--- src/verilog/dct_cfg.svh ---
`ifndef DCT_CFG_SVH
`define DCT_CFG_SVH

// sample, intermediate and result width
`define DCT_DATA_W 32

// signed cosine coefficient width
`define DCT_COEF_W 8

// block side, 8x8 samples per block
`define DCT_BLOCK_N 8

// buffer address width, log2 of 64 words
`define DCT_ADDR_W 6

// pass step counter, three 3-bit indices i, j, k
`define DCT_STEP_W 9

`endif
--- src/verilog/dctPkg.sv ---
`include "dct_cfg.svh"

package dctPkg;

   // width of one index inside a pass step
   localparam int idxW = `DCT_STEP_W / 3;

   typedef logic signed [`DCT_DATA_W-1:0] dataT;   // sample / partial / result
   typedef logic signed [`DCT_COEF_W-1:0] coefT;   // cosine coefficient
   typedef logic [`DCT_ADDR_W-1:0] addrT;          // row-major buffer address

   // one pass step, counted flat but decoded as i, j, k
   typedef union packed
   {
      logic [`DCT_STEP_W-1:0] flat;                // plain incrementing count
      struct packed
      {
         logic [idxW-1:0] i;                       // outer, output column
         logic [idxW-1:0] j;                       // middle, output row
         logic [idxW-1:0] k;                       // tap, fastest
      } f;
   } stepIndexT;

   // C[u][x], row 0 is 91 = 128/sqrt(2), else round(128*cos((2x+1)u*pi/16))
   localparam coefT cosTable [`DCT_BLOCK_N][`DCT_BLOCK_N] = '{
      '{  91,   91,   91,   91,   91,   91,   91,   91},
      '{ 126,  106,   71,   25,  -25,  -71, -106, -126},
      '{ 118,   49,  -49, -118, -118,  -49,   49,  118},
      '{ 106,  -25, -126,  -71,   71,  126,   25, -106},
      '{  91,  -91,  -91,   91,   91,  -91,  -91,   91},
      '{  71, -126,   25,  106, -106,  -25,  126,  -71},
      '{  49, -118,  118,  -49,  -49,  118, -118,   49},
      '{  25,  -71,  106, -126,  126, -106,   71,  -25}
   };

endpackage

--- src/verilog/dctMacUnit.sv ---
`timescale 1ns/1ps

module dctMacUnit
(
   input  logic         clk,
   input  logic         reset,
   input  logic         stepValid,     // one tap per cycle
   input  dctPkg::dataT sample,        // from buffer read data
   input  dctPkg::coefT coef,
   input  logic         tapLast,       // tap 7 closes the dot product
   input  dctPkg::addrT destAddr,      // where the finished sum goes
   output logic         resultValid,   // 2 cycles after the tapLast step
   output dctPkg::dataT result,
   output dctPkg::addrT resultAddr
);

   logic         prodValid;            // product stage occupied
   logic         prodLast;             // product stage holds tap 7
   logic         sumStart;             // next product opens a new sum
   dctPkg::dataT product;
   dctPkg::dataT acc;
   dctPkg::addrT prodAddr;

   // control side of the delay line
   always_ff @(posedge clk or posedge reset)
   begin
      if (reset)
      begin
         prodValid   <= 1'b0;
         prodLast    <= 1'b0;
         resultValid <= 1'b0;
         sumStart    <= 1'b1;          // first tap after reset starts clean
      end
      else
      begin
         prodValid   <= stepValid;
         prodLast    <= stepValid && tapLast;
         resultValid <= prodValid && prodLast;
         if (prodValid)
         begin
            sumStart <= prodLast;      // restart after the tap-7 step
         end
      end
   end

   // data side, product then accumulate
   always_ff @(posedge clk)
   begin
      product  <= sample * dctPkg::dataT'(coef);   // sign-extended, low 32 bits kept
      prodAddr <= destAddr;                        // rides beside the product
      if (prodValid)
      begin
         acc <= (sumStart ? dctPkg::dataT'(0) : acc) + product;   // wraps at 32
      end
      resultAddr <= prodAddr;          // arrives with the finished sum
   end

   assign result = acc;                // only meaningful with resultValid

endmodule

--- config.mk ---
export PLATFORM = sky130hd
export DESIGN_NAME = dctMacUnit
export DESIGN_NICKNAME = d
export VERILOG_FILES = /design/src/verilog/dctPkg.sv /design/src/verilog/dctMacUnit.sv
export VERILOG_INCLUDE_DIRS = /design/src /design/src/verilog
export SDC_FILE = /design/constraint.sdc
export NUM_CORES = 1
export LEC_CHECK = 0
export BUFFER_PORTS_ARGS = -buffer_cell sky130_fd_sc_hd__buf_2
export CORE_AREA = 2 2 136 138
export DETAILED_ROUTE_END_ITERATION = 8
export DIE_AREA = 0 0 138 140
export PLACE_DENSITY = 0.82
export RECOVER_POWER = 25
export SYNTH_ARGS = -nofsm -noshare
export SYNTH_HDL_FRONTEND = slang
export SYNTH_SLANG_ARGS = --single-unit
--- constraint.sdc ---
create_clock -name clk -period 3.8 [get_ports clk]
set_input_delay 0.57 -clock clk [delete_from_list [all_inputs] [get_ports clk]]
set_output_delay 0.57 -clock clk [all_outputs]
set_load 0.05 [all_outputs]
==> impl_metrics.py <==
metrics = {
    "timing": {
        "finalSetupTns_ps": -12620,
        "period_minus_slack_ps": 4770,
        "fmax_ghz": 0.210,
        "whs_ps": 101,
        "hold_violations": 0,
        "worst_slack_ps": -966,
        "max-slew-margin-rel_pct": -23.9,
        "setup_viol": 23,
        "period_share_pct": 125,
        "skew_ps": 7.86,
        "rsz0062_at_grt": "yes",
        "worst_slew_pin_slew_ps": 1860,
        "drv_slew": 35,
    },
    "floorplanning": {
        "ios": 89,
        "die_area_um2": 19300,
        "die_h_um": 140,
        "core_area_um2": 17800,
        "rows": 49,
        "die_w_um": 138,
        "start_util_pct": 62.1,
    },
    "global_routing": {
        "grt_antenna_before_repair": 0,
        "grt_max_degree": 35,
        "overflow": 0,
        "grt_pass1_vias": 9802,
        "grtUsageTotal_pct": 29.3,
        "grt_pass1_wl_um": 46400,
    },
    "layout": {
        "final_nets": 1748,
        "fillerInstances": 996,
        "final_util_pct": 80.3,
        "insertedDiodeCount": 0,
        "syn_to_final_growth_pct": 29.2,
        "drive_gt1_share_pct": 28.9,
        "fin_area_um2": 14300,
    },
    "logic_synthesis": {
        "ys.flop_type": "dfxtp_1",
        "ys_types": 58,
        "synthArstFlopShare_pct": 5.00,
        "seq_area_frac_synth_pct": 17.6,
        "synth_nets": 1518,
        "ys_warn_count": 0,
        "synth_area_um2": 11000,
        "synth_area_per_cell_um2": 9.11,
        "synth_seq_cells": 80,
        "synth-edff-count": 32,
        "syn_inst": 1213,
    },
    "worst_setup_path": {
        "required_ps": 4020,
        "path_max_fanout": 7,
        "worst_setup_path_start_kind": "input pin",
        "critPathCaptureType": "flip-flop",
        "critPathKind": "input pin to flip-flop",
        "crit_arrival_ps": 4980,
    },
    "clocking": {
        "cts_tree": "built",
        "clkLatencyLatePin_ps": 340,
        "htreeDepth": 3,
        "cts_buffer_depth": 2,
        "ctsHoldBuffers": 0,
        "cts_sinks": 80,
        "cts_made_buffers": 9,
        "cts_root_buffer": "clkbuf_16",
        "cts.clk_slew.worst_paths_ps": 60,
    },
    "routing": {
        "routed_wl_um": 31900,
        "vias": 9642,
        "drc": 0,
        "drt_iter0_drc": 607,
        "routed_via_density": 5.75,
        "ant_nets": 0,
        "post_drt_wl_per_cell_um": 19.0,
        "firstDrtPassIters": 5,
    },
    "status": {
        "status": "finished, violations left",
        "violations": "max-capacitance violations, max-slew violations, negative setup slack",
    },
    "pwr": {
        "irDropWorstVdd_mv": 0.725,
        "p_per_area_nw_per_um2": 997,
        "p_leak_nw": 6.82,
    },
    "run": {
        "drv_cap": 1,
    },
    "min_path": {
        "hp-class": "input pin to async pin",
    },
    "place": {
        "place_area_um2": 12900,
        "dp_hpwl_um": 20200,
        "place_congestion": 0.860,
        "io_buffer_count": 88,
    },
}
[worst paths after layout]
kind	startpoint	end	slack (ps)	depth (start not counted)
setup reg to reg	sumStart	result[20]	490	12
hold reg to reg	prodAddr[3]	resultAddr[3]	330	0
min in group clk	destAddr[4]	prodAddr[4]	330	1
max in group asynchronous	reset	sumStart	3480	2
setup / recovery	coef[7]	product[29]	-970	20
hold / removal	reset	prodValid	100	2
[Yosys cell counts (2+ instances only)]
| cell type | instances | area, µm² |
|---|---|---|
| nand2b_1 | 13 | 81.3 |
| edfxtp_1 | 32 | 961 |
| nand3b_1 | 2 | 15.0 |
| a311oi_2 | 2 | 30.0 |
| and3_1 | 9 | 56.3 |
| nand4_1 | 5 | 31.3 |
| a211oi_1 | 8 | 60.1 |
| dfxtp_1 | 44 | 881 |
| a21oi_1 | 42 | 210 |
| inv_1 | 236 | 886 |
| dfrtp_1 | 3 | 75.1 |
| clkbuf_2 | 3 | 15.0 |
| a21o_1 | 19 | 143 |
| xor2_1 | 15 | 131 |
| o31ai_1 | 3 | 22.5 |
| nand2_1 | 62 | 233 |
| o21a_1 | 8 | 60.1 |
| o311ai_1 | 2 | 17.5 |
| a211oi_2 | 2 | 25.0 |
| and2_1 | 171 | 1070 |
| a31oi_1 | 6 | 37.5 |
| a2111oi_0 | 2 | 17.5 |
| o311ai_0 | 2 | 17.5 |
| o22ai_1 | 4 | 25.0 |
| nor3b_1 | 2 | 15.0 |
| ha_1 | 97 | 1210 |
| o211ai_1 | 6 | 45.0 |
| nor3_1 | 12 | 60.1 |
| clkbuf_1 | 24 | 90.1 |
| buf_2 | 3 | 15.0 |
| nor2b_1 | 40 | 250 |
| o21ai_0 | 29 | 145 |
| or3_1 | 6 | 37.5 |
| nor2_1 | 62 | 233 |
| fa_1 | 158 | 3160 |
| o21bai_1 | 8 | 60.1 |
| xnor2_1 | 38 | 333 |
| nand3_1 | 13 | 65.1 |
[cell type report]
class                   count  area [µm²]  share of cell area (%)
multi-input cells         867        8840                    61.9
repair buffers            249        2000                    14.0
flip-flops and latches     80        1940                    13.6
inverters                 236         898                    6.30
clock buffers              15         300                    2.10
well taps                 229         287                    2.01
clock inverters             1        7.51                  0.0526
[per-stage QoR]
stage	setup WS, ps	total power, mW	instances
finish	-966	14.2	1677
global route	-1070	15.1	1677
CTS	-658	12.5	1667
detailed placement	-1290	10.8	1635
global placement	-1140	10.5	1635
floorplan	-826	8.15	1213
[cell usage in the layout, fill, tap and decap left out, types with 17 or more instances in the layout]
master    instances
xnor2_1          37
a21oi_1          28
nand2_1          54
o21ai_0          17
nor2_1           43
and2_4           21
and2_1          149
edfxtp_1         32
fa_1            148
nor2b_1          37
buf_2            74
buf_4           129
buf_6            28
inv_1           217
ha_1             78
dfxtp_1          44
a21o_1           18
[cell families after synthesis]
logic type,after synthesis,share of synthesized area (%)
flops,80,17.6
simple gates,401,19.7
fa+ha+maj,255,39.6
xor+xnor,53,4.20
compound gates,156,9.56
mux,2,0.193
buf+inv,266,9.11
[metal layers]
metal,GRT usage (%),vias to the layer above,part of all wire (%)
met5,0,-,0
met4,10.4,0,4.8
met3,3.49,141,7.2
met2,52.0,535,50
met1,37.4,4692,38
li1,-,4274,-
[where the power goes]
group	internal, mW	switching [mW]
Sequential	1.50	0.161
Clock	0.541	0.324
Combinational	5.27	6.44
[timing repair]
item,CTS,global route
pin swaps,35,75
resized for setup,126,96
hold endpoints to repair,0,0
buffers inserted,13,21
gates cloned,4,0
setup endpoints to repair,23,23
[worst max-delay path: stages]
cell and delay, ps:
buf_8 110, inv_8 60, buf_12 120, buf_8 120, nor2_4 40, fa_1 560
fa_1 440, fa_1 500, inv_2 40, fa_1 500, inv_2 50, ha_4 220
a21o_1 180, a21o_1 190, a21oi_2 180, o22ai_2 120, a311oi_4 380, o31ai_1 130
a211oi_1 340, nor3_1 100
[state kept, by name (all words and copies together), names as in the netlist]
| name | count |
|---|---|
| product | 32 |
| prodLast | 1 |
| sumStart | 1 |
| resultAddr | 6 |
| prodValid | 1 |
| prodAddr | 6 |
| resultValid | 1 |
| result | 32 |
(Power assumes the default switching activity.)
