===== config.mk =====
export PLATFORM = sky130hd
export DESIGN_NAME = dctSequencer
export DESIGN_NICKNAME = d
export VERILOG_FILES = /design/src/verilog/dctPkg.sv /design/src/verilog/dctSequencer.sv
export VERILOG_INCLUDE_DIRS = /design/src /design/src/verilog
export SDC_FILE = /design/constraint.sdc
export NUM_CORES = 1
export LEC_CHECK = 0
export ABC_CLOCK_PERIOD_IN_PS = 2600
export BUFFER_PORTS_ARGS = -buffer_cell sky130_fd_sc_hd__buf_2
export CORE_MARGIN = 3
export CORE_UTILIZATION = 48
export CTS_BUF_LIST = sky130_fd_sc_hd__clkbuf_8
export CTS_CLUSTER_SIZE = 8
export DETAILED_ROUTE_END_ITERATION = 16
export PLACE_DENSITY = 0.8
export SKIP_CTS_REPAIR_TIMING = 1
export SYNTH_ARGS = -nofsm -noshare
export SYNTH_HDL_FRONTEND = slang
export SYNTH_SLANG_ARGS = --single-unit

===== constraint.sdc =====
create_clock -name clk -period 2.6 [get_ports clk]
set_clock_uncertainty 0.05 [all_clocks]
set_input_delay 0.52 -clock clk [delete_from_list [all_inputs] [get_ports clk]]
set_output_delay 0.52 -clock clk [all_outputs]
set_load 0.05 [all_outputs]

===== src/verilog/dct_cfg.svh =====
`ifndef DCT_CFG_SVH
`define DCT_CFG_SVH

// sample, intermediate and result width
`define DCT_DATA_W 32

// signed cosine coefficient width
`define DCT_COEF_W 8

// block side, 8x8 samples per block
`define DCT_BLOCK_N 8

// buffer address width, log2 of 64 words
`define DCT_ADDR_W 6

// pass step counter, three 3-bit indices i, j, k
`define DCT_STEP_W 9

`endif

===== src/verilog/dctPkg.sv =====
`include "dct_cfg.svh"

package dctPkg;

   // width of one index inside a pass step
   localparam int idxW = `DCT_STEP_W / 3;

   typedef logic signed [`DCT_DATA_W-1:0] dataT;   // sample / partial / result
   typedef logic signed [`DCT_COEF_W-1:0] coefT;   // cosine coefficient
   typedef logic [`DCT_ADDR_W-1:0] addrT;          // row-major buffer address

   // one pass step, counted flat but decoded as i, j, k
   typedef union packed
   {
      logic [`DCT_STEP_W-1:0] flat;                // plain incrementing count
      struct packed
      {
         logic [idxW-1:0] i;                       // outer, output column
         logic [idxW-1:0] j;                       // middle, output row
         logic [idxW-1:0] k;                       // tap, fastest
      } f;
   } stepIndexT;

   // C[u][x], row 0 is 91 = 128/sqrt(2), else round(128*cos((2x+1)u*pi/16))
   localparam coefT cosTable [`DCT_BLOCK_N][`DCT_BLOCK_N] = '{
      '{  91,   91,   91,   91,   91,   91,   91,   91},
      '{ 126,  106,   71,   25,  -25,  -71, -106, -126},
      '{ 118,   49,  -49, -118, -118,  -49,   49,  118},
      '{ 106,  -25, -126,  -71,   71,  126,   25, -106},
      '{  91,  -91,  -91,   91,   91,  -91,  -91,   91},
      '{  71, -126,   25,  106, -106,  -25,  126,  -71},
      '{  49, -118,  118,  -49,  -49,  118, -118,   49},
      '{  25,  -71,  106, -126,  126, -106,   71,  -25}
   };

endpackage


===== src/verilog/dctSequencer.sv =====
`timescale 1ns/1ps

module dctSequencer
(
   input  logic         clk,
   input  logic         reset,
   // input stream
   input  logic         inValid,
   output logic         inReady,
   input  dctPkg::dataT inData,
   // output stream, data comes straight from bufA
   output logic         outValid,
   input  logic         outReady,
   // bufA, input block then results
   output logic         bufAWrEn,
   output dctPkg::addrT bufAWrAddr,
   output dctPkg::dataT bufAWrData,
   output dctPkg::addrT bufARdAddr,
   // bufB, row-pass intermediate
   output logic         bufBWrEn,
   output dctPkg::addrT bufBWrAddr,
   output dctPkg::addrT bufBRdAddr,
   // MAC step, aligned with buffer read data
   output logic         stepValid,
   output dctPkg::coefT coef,
   output logic         tapLast,
   output dctPkg::addrT destAddr,
   // MAC result
   input  logic         resultValid,
   input  dctPkg::dataT result,
   input  dctPkg::addrT resultAddr,
   // sample mux select, high while bufB feeds the MAC
   output logic         colPass
);

   localparam logic [2:0] stLoad     = 3'd0;   // accept 64 words
   localparam logic [2:0] stRow      = 3'd1;   // 512 steps, bufA -> bufB
   localparam logic [2:0] stRowDrain = 3'd2;   // wait for last row result
   localparam logic [2:0] stCol      = 3'd3;   // 512 steps, bufB -> bufA
   localparam logic [2:0] stColDrain = 3'd4;   // wait for last column result
   localparam logic [2:0] stUnload   = 3'd5;   // stream 64 results

   logic [2:0]        state;
   dctPkg::stepIndexT step;       // flat count, decoded as i/j/k
   dctPkg::addrT      loadCnt;    // next load slot
   dctPkg::addrT      rdPtr;      // next unload slot to read
   dctPkg::addrT      heldAddr;   // slot currently shown on outData
   logic              lastRead;   // word 64 already in the read register
   logic              inPass;     // issuing steps this cycle
   logic              rowPhase;   // row pass or its drain
   logic              loadFire;   // input word moves
   logic              unloadAdv;  // output register empty or being taken

   assign inPass    = (state == stRow) || (state == stCol);
   assign rowPhase  = (state == stRow) || (state == stRowDrain);
   assign colPass   = (state == stCol) || (state == stColDrain);
   assign inReady   = (state == stLoad);
   assign loadFire  = inReady && inValid;
   assign unloadAdv = (state == stUnload) && (!outValid || outReady);
   assign heldAddr  = rdPtr - dctPkg::addrT'(1);

   // bufA written by the input stream, later by column results
   assign bufAWrEn   = loadFire || (colPass && resultValid);
   assign bufAWrAddr = inReady ? loadCnt : resultAddr;
   assign bufAWrData = inReady ? inData : result;

   // row pass reads in[j][k], unload rereads the held slot on a stall
   always_comb
   begin
      if (state == stUnload)
      begin
         bufARdAddr = unloadAdv ? rdPtr : heldAddr;
      end
      else
      begin
         bufARdAddr = {step.f.j, step.f.k};
      end
   end

   // bufB takes row results, column pass reads temp[k][i]
   assign bufBWrEn   = rowPhase && resultValid;
   assign bufBWrAddr = resultAddr;
   assign bufBRdAddr = {step.f.k, step.f.i};

   // step payload, one cycle late to match the registered read
   always_ff @(posedge clk)
   begin
      if (colPass)
      begin
         coef <= dctPkg::cosTable[step.f.j][step.f.k];   // C[j][k]
      end
      else
      begin
         coef <= dctPkg::cosTable[step.f.i][step.f.k];   // C[i][k]
      end
      tapLast  <= &step.f.k;                             // tap 7
      destAddr <= {step.f.j, step.f.i};                  // result slot (j,i)
   end

   always_ff @(posedge clk or posedge reset)
   begin
      if (reset)
      begin
         state     <= stLoad;
         step      <= '0;
         loadCnt   <= '0;
         rdPtr     <= '0;
         lastRead  <= 1'b0;
         outValid  <= 1'b0;
         stepValid <= 1'b0;
      end
      else
      begin
         stepValid <= inPass;                            // tracks the address cycle
         case (state)
            stLoad:
            begin
               if (loadFire)
               begin
                  loadCnt <= loadCnt + dctPkg::addrT'(1);   // wraps back to 0
                  if (&loadCnt)
                  begin
                     state <= stRow;                     // 64th word moved
                  end
               end
            end
            stRow, stCol:
            begin
               step.flat <= step.flat + 1'b1;            // wraps to 0 after 511
               if (&step.flat)
               begin
                  state <= (state == stRow) ? stRowDrain : stColDrain;
               end
            end
            stRowDrain:
            begin
               // only the final sum is still in flight here
               if (resultValid)
               begin
                  state <= stCol;
               end
            end
            stColDrain:
            begin
               if (resultValid)
               begin
                  state <= stUnload;
               end
            end
            stUnload:
            begin
               if (unloadAdv)
               begin
                  if (lastRead)
                  begin
                     outValid <= 1'b0;                   // word 64 taken
                     lastRead <= 1'b0;
                     state    <= stLoad;
                  end
                  else
                  begin
                     outValid <= 1'b1;                   // read data valid next cycle
                     rdPtr    <= rdPtr + dctPkg::addrT'(1);
                     lastRead <= &rdPtr;
                  end
               end
            end
            default:
            begin
               state <= stLoad;
            end
         endcase
      end
   end

endmodule


==> metrics.csv, run 1 <==
stage;metric;value;unit
clock_network;CTS tree;done;
synthesis;Async SR Flop Fraction;0.643;
worst_setup_path;Data required, critical path;2.03;ns
power_and_ir_drop;P per Cell Area;1330;nW/um2
cells_and_area;Area Growth Syn to Fin;24.5;%
detailed_routing;final wirelength;14900;um
synthesis;top post-synthesis cells by area;dfrtp_1 (15%), mux2_2 (11%), ha_1 (8.6%);
global_routing;vias in the first global route;4429;
worst_setup_path;CP endpoint kind;output pin;
timing;fmax;0.388;GHz
timing;Final Cycle Share;0.992;
synthesis;Avg Cell Area, Syn;8.66;um2
detailed_routing;Remaining DRCs;0;
timing;unrepaired setup endpoints after global routing;yes;
cells_and_area;share of layout cells above drive strength 1;0.394;
die;Die ar.;10500;um2
synthesis;number of synthesized flops with an enable pin;0;
timing;setup violators final;0;
worst_hold_path;hold crit path type;input pin to asynchronous set/reset pin;
synthesis;Cells after Synth;518;
timing;Max Slew Vio Count;0;
detailed_routing;DR pass1 iterations;6;
cells_and_area;fin area;5580;um2
clock_network;Worst-path clk slew;0.09;ns
detailed_routing;DRT iter0 DRCs;286;
die;core area;8890;um2
clock_network;maximum clock path buffer count;2;
die;num rows;34;
timing;worst-margin pin slew;0.706;ns
global_routing;first-pass GRT wire length;22000;um
clock_network;Worst-Skew Late Latency;0.30;ns
synthesis;top cell type by total area after synthesis;dfrtp_1;
timing;Max-slew headroom;0.530;
worst_setup_path;Arr. time, crit path;2.01;ns
die;die height;103;um
worst_setup_path;worst-path fanout max;25;
cells_and_area;fillers;769;
global_routing;GR Overflow Total;0;
synthesis;Post-Syn Nets;624;
synthesis;Ys Warns;0;
clock_network;CTS Buf Count;5;
worst_setup_path;R2R Path End;coef[4];
worst_setup_path;Reg2Reg Depth;6;
detailed_routing;detailed-route via count;4645;
worst_setup_path;CP Launch Type;flop;
cells_and_area;Nets;762;
placed_design;# port buffers;151;
worst_setup_path;reg-to-reg slack, setup;0.30;ns
detailed_routing;Avg Vias per Cell;6.06;
synthesis;Synth Flop Type;dfrtp_1;
synthesis;FF+latch count, synth;42;
clock_network;Root Driver;clkbuf_8;
global_routing;antenna violations before repair;1;
flow_run;Max Cap Viol;0;
power_and_ir_drop;Static Leakage;2.54;nW
timing;Final Hold Vio Count;0;
placed_design;DP HPWL;11200;um
detailed_routing;Final ANT Viol Nets;0;
detailed_routing;Wirelength per Cell;19.5;um
clock_network;H-Tree Depth;2;
worst_setup_path;worst r2r src;step[6];
placed_design;setup slack at placement;0.147;ns
timing;worst setup margin;0.0214;ns
die;Initial Util;0.505;
power_and_ir_drop;Max VDD drop;0.000972;V
die;num ports;152;
synthesis;Cell variety after synth;61;
timing;min Tclk post-route;2.58;ns
placed_design;Placer Congestion;0.931;
global_routing;largest net degree at the start of global routing;44;
status;status;complete, no violations;
global_routing;Total GRT Usage;0.263;
placed_design;dpl cell area;5320;um2
synthesis;sequential-to-total area share from yosys stat;0.218;
clock_network;TritonCTS Sinks;42;
synthesis;Synth top area share;0.151;
die;Die W;103;um
synthesis;synthesized cell area;4490;um2
worst_setup_path;kind of critical path;flop to output pin;
[synthesized netlist by cell type (4+ instances only)]
cell type / number
a21oi_1: 26
nand2b_1: 11
inv_1: 17
mux2_2: 42
buf_2: 15
nand3_1: 13
a211o_1: 4
dfxtp_1: 15
nor2b_1: 12
nor3b_1: 5
o311ai_0: 6
nor2_1: 19
a31oi_1: 4
o211ai_1: 12
nor3_1: 18
nand2_1: 43
buf_4: 14
o21a_1: 4
o22ai_1: 5
mux4_2: 9
mux2i_1: 10
a2111oi_0: 4
o31ai_1: 4
ha_1: 31
dfrtp_1: 27
o21ai_0: 45
xor2_1: 5
clkbuf_1: 21
xnor2_1: 19
and3_1: 7
[critical path: stages (launching register included)]
cell	delay [ns]
dfrtp_2	0.47
or3b_4	0.43
and2_4	0.24
inv_8	0.17
nand2_1	0.08
nand2_1	0.07
clkbuf_4	0.23
[stage by stage]
step	power, mW	setup TNS (ns)	util	instances	hold WS, ns
after floorplan	5.32	-0.0822	-	518	0.411
after global placement	6.48	0	0.598	749	0.446
after detailed placement	6.56	0	0.598	749	0.447
after CTS	7.11	-0.133	0.610	757	0.137
after global routing	7.87	-0.534	0.628	766	0.153
final	7.45	0	0.628	766	0.118
[cell families after synthesis]
logic type,after synthesis,share of synthesized area
adder cells (fa/ha/maj),31,0.0865
buffers and inverters,77,0.0909
multiplexers,64,0.191
XOR/XNOR,24,0.0469
flip-flops,42,0.218
AO/OA/AOI/OAI,138,0.208
AND/OR/NAND/NOR,142,0.160
[power by group]
group	internal (mW)	total, mW	leakage [nW]	switching, mW
clock network	0.283	0.533	0.0556	0.250
logic	2.07	5.76	2.01	3.70
registers	0.878	1.16	0.467	0.284
total	3.23	7.45	2.54	4.23
[registers in the layout (all words and copies together) (netlist names)]
signal,cells
coef,8
destAddr,6
lastRead,1
loadCnt,6
outValid,1
rdPtr,6
state,3
step,9
stepValid,1
tapLast,1
[placed cells by master, fill, tap and decap left out, types with 9 or more instances in the layout]
master	instances
mux4_2	9
xnor2_1	19
ha_1	31
dfrtp_1	25
nand2b_1	11
nor3_1	17
a21oi_1	26
mux2i_1	10
nor2_1	19
nand2_1	43
buf_2	137
nand3_1	13
dfxtp_1	15
o21ai_0	38
mux2_2	42
buf_4	42
inv_1	18
nor2b_1	11
o211ai_1	12
[how the worst max path moves through the flow]
stage / slack, ns / cells after the start / from / end
2_1_floorplan: -0.08 / 5 / outValid / bufARdAddr[5]
3_3_place_gp: 0.27 / 7 / outReady / bufARdAddr[5]
3_5_place_dp: 0.15 / 7 / outReady / bufARdAddr[5]
4_1_cts: -0.07 / 7 / state[1] / bufARdAddr[5]
5_1_grt: -0.03 / 6 / state[1] / bufAWrAddr[0]
6_report: 0.02 / 6 / state[0] / bufAWrEn
[layer usage]
| metal | track usage | wire length, um | vias to the layer above |
|---|---|---|---|
| met4 | 0.0888 | 398 | 0 |
| met3 | 0.0528 | 1210 | 30 |
| met1 | 0.323 | 5660 | 2206 |
| met5 | 0 | 0 | - |
| met2 | 0.458 | 7670 | 249 |
| li1 | - | - | 2160 |
[cell type report]
cell class,count,area (um2),share of cell area
antenna,1,2.50,0.000448
clock buffer,5,68.8,0.0123
clock inverter,3,41.3,0.00739
inverter,20,82.6,0.0148
multi-input combinational,399,3120,0.559
sequential,42,978,0.175
tap,108,135,0.0242
timing repair buffer,188,1150,0.206
No activity file was read; power rests on OpenSTA's default activity.
==> run 2: changes to the inputs <==
==> constraint.sdc (replaced) <==
create_clock -name clk -period 2.6 [get_ports clk]
set_clock_uncertainty 0.05 [all_clocks]
set_input_delay 0.39 -clock clk [delete_from_list [all_inputs] [get_ports clk]]
set_output_delay 0.39 -clock clk [all_outputs]
set_load 0.05 [all_outputs]
==> metrics.csv, run 2 (synthesized netlist as in run 1, its figures left out) <==
stage;metric;value;unit;change
status;status;complete, no violations;;unchanged
timing;Max Slew Vio Count;0;;unchanged
worst_setup_path;CP Buf/Inv Count;3;;was 2
placed_design;setup slack at placement;0.308;ns;was 0.147 ns
worst_hold_path;hold crit path type;input pin to asynchronous set/reset pin;;unchanged
placed_design;DP HPWL;10600;um;was 11200 um
timing;unrepaired setup endpoints after global routing;no;;was yes
clock_network;Root Driver;clkbuf_8;;unchanged
die;num rows;34;;unchanged
placed_design;dpl cell area;5300;um2;was 5320 um2
timing;Max-slew headroom;0.620;;was 0.530
die;num ports;152;;unchanged
detailed_routing;final wirelength;14000;um;was 14900 um
detailed_routing;Remaining DRCs;0;;unchanged
cells_and_area;Nets;752;;was 762
global_routing;first-pass GRT wire length;21500;um;was 22000 um
timing;worst-margin pin slew;0.570;ns;was 0.706 ns
die;die height;103;um;unchanged
cells_and_area;fin area;5390;um2;was 5580 um2
detailed_routing;DRT iter0 DRCs;479;;was 286
clock_network;Worst-path clk slew;0.10;ns;was 0.09 ns
cells_and_area;Area Growth Syn to Fin;20.2;%;was 24.5%
flow_run;Max Cap Viol;0;;unchanged
worst_setup_path;reg-to-reg slack, setup;0.30;ns;about the same
global_routing;largest net degree at the start of global routing;43;;was 44
worst_setup_path;cell-by-cell listing of the critical path;buf_4 > nor3_2 > buf_12 > mux2_2 > buf_2;;was or3b_4 > and2_4 > inv_8 > nand2_1 > nand2_1 > clkbuf_4
global_routing;antenna violations before repair;1;;unchanged
clock_network;CTS Buf Count;5;;unchanged
placed_design;# port buffers;151;;unchanged
detailed_routing;Avg Vias per Cell;6.00;;was 6.06
cells_and_area;Regs by FF count;step: 9 flops, coef: 8 flops;;unchanged
die;Die W;103;um;unchanged
global_routing;Total GRT Usage;0.259;;was 0.263
detailed_routing;Wirelength per Cell;18.5;um;was 19.5 um
power_and_ir_drop;Static Leakage;2.45;nW;was 2.54 nW
placed_design;Placer Congestion;0.933;;was 0.931
cells_and_area;share of layout cells above drive strength 1;0.380;;was 0.394
worst_setup_path;worst-path fanout max;42;;was 25
timing;final hold slack;0.0524;ns;was 0.118 ns
worst_setup_path;Data required, critical path;2.16;ns;was 2.03 ns
cells_and_area;Top reg by flops;step;;unchanged
die;Die ar.;10500;um2;unchanged
worst_setup_path;cell family with the largest share of critical-path delay;buffers and inverters;;was simple AND/OR/NAND/NOR gates
power_and_ir_drop;Max VDD drop;0.00100;V;was 0.000972 V
die;Initial Util;0.505;;unchanged
cells_and_area;most common cell after layout, fill and taps aside;buf_2;;unchanged
clock_network;CTS tree;done;;unchanged
worst_setup_path;kind of critical path;flop to output pin;;unchanged
detailed_routing;detailed-route via count;4537;;was 4645
worst_setup_path;CP endpoint kind;output pin;;unchanged
timing;setup violators final;0;;unchanged
detailed_routing;DR pass1 iterations;6;;unchanged
timing;min Tclk post-route;2.45;ns;was 2.58 ns
die;core area;8890;um2;unchanged
clock_network;Worst-Skew Late Latency;0.31;ns;was 0.30 ns
clock_network;H-Tree Depth;2;;unchanged
power_and_ir_drop;P per Cell Area;1300;nW/um2;was 1330 nW/um2
worst_setup_path;CP Launch Type;flop;;unchanged
clock_network;TritonCTS Sinks;42;;unchanged
worst_setup_path;Arr. time, crit path;2.01;ns;about the same
global_routing;vias in the first global route;4242;;was 4429
timing;worst setup margin;0.154;ns;was 0.0214 ns
detailed_routing;Final ANT Viol Nets;0;;unchanged
clock_network;maximum clock path buffer count;2;;unchanged
cells_and_area;most frequent cells in the layout;buf_2 (151), nand2_1 (43), mux2_2 (42);;was buf_2 (137), nand2_1 (43), mux2_2 (42), buf_4 (42), o21ai_0 (38)
timing;fmax;0.409;GHz;was 0.388 GHz
cells_and_area;Largest register FFs;9;;unchanged
global_routing;GR Overflow Total;0;;unchanged
timing;TNS Setup;0;ns;unchanged
worst_setup_path;CP max stage cell;dfrtp_1;;was dfrtp_2
timing;Final Hold Vio Count;0;;unchanged
timing;Final Cycle Share;0.941;;was 0.992
worst_setup_path;slowest stage delay, CP;0.42;ns;was 0.47 ns
-- run 2: changes by cell type in the layout (fill, tap and decap cells not counted), moves of 2 or more --
cell / delta
clkbuf_4: -2
clkbuf_16: -2
buf_2: +14
o21ai_2: -2
buf_4: -18
o21ai_0: +2
-- run 2: area by class of cell --
type,instances,area (um2)
diodes,1,2.50
clock buffers,5,68.8
clock inverters,3,21.3
fillers,770,3500
inverters,20,82.6
multi-input cells,399,3110
flip-flops and latches,42,977
well taps,108,135
repair buffers,178,996
-- run 2: through the flow --
step           instances  utilization  total power, mW
2_1_floorplan        518            -             5.31
3_3_place_gp         747        0.596             6.42
3_5_place_dp         747        0.596             6.50
4_1_cts              755        0.606             6.98
5_1_grt              756        0.606             7.45
6_report             756        0.606             7.03
-- run 2: worst paths after layout --
| kind | start | end | cells after the start |
|---|---|---|---|
| max in group asynchronous | reset | loadCnt[1] | 3 |
| hold / removal | reset | step[5] | 2 |
| hold reg to reg | loadCnt[5] | loadCnt[5] | 1 |
| min in group clk | inValid | loadCnt[2] | 3 |
| setup reg to reg | step[7] | coef[2] | 5 |
| setup / recovery | state[1] | bufAWrData[20] | 5 |
-- run 2: where the power goes --
| group | switching [mW] | internal, mW | leakage (nW) |
|---|---|---|---|
| combinational | 3.65 | 1.83 | 1.93 |
| clock | 0.283 | 0.190 | 0.0441 |
| sequential | 0.195 | 0.877 | 0.467 |
| total | 4.13 | 2.90 | 2.45 |
-- run 2: metal layers --
metal,wire length [um],track usage,up-vias
li1,-,-,2132
met1,5480,0.327,2111
met2,6900,0.447,255
met3,1110,0.0386,39
met4,500,0.0999,0
met5,0,0,-
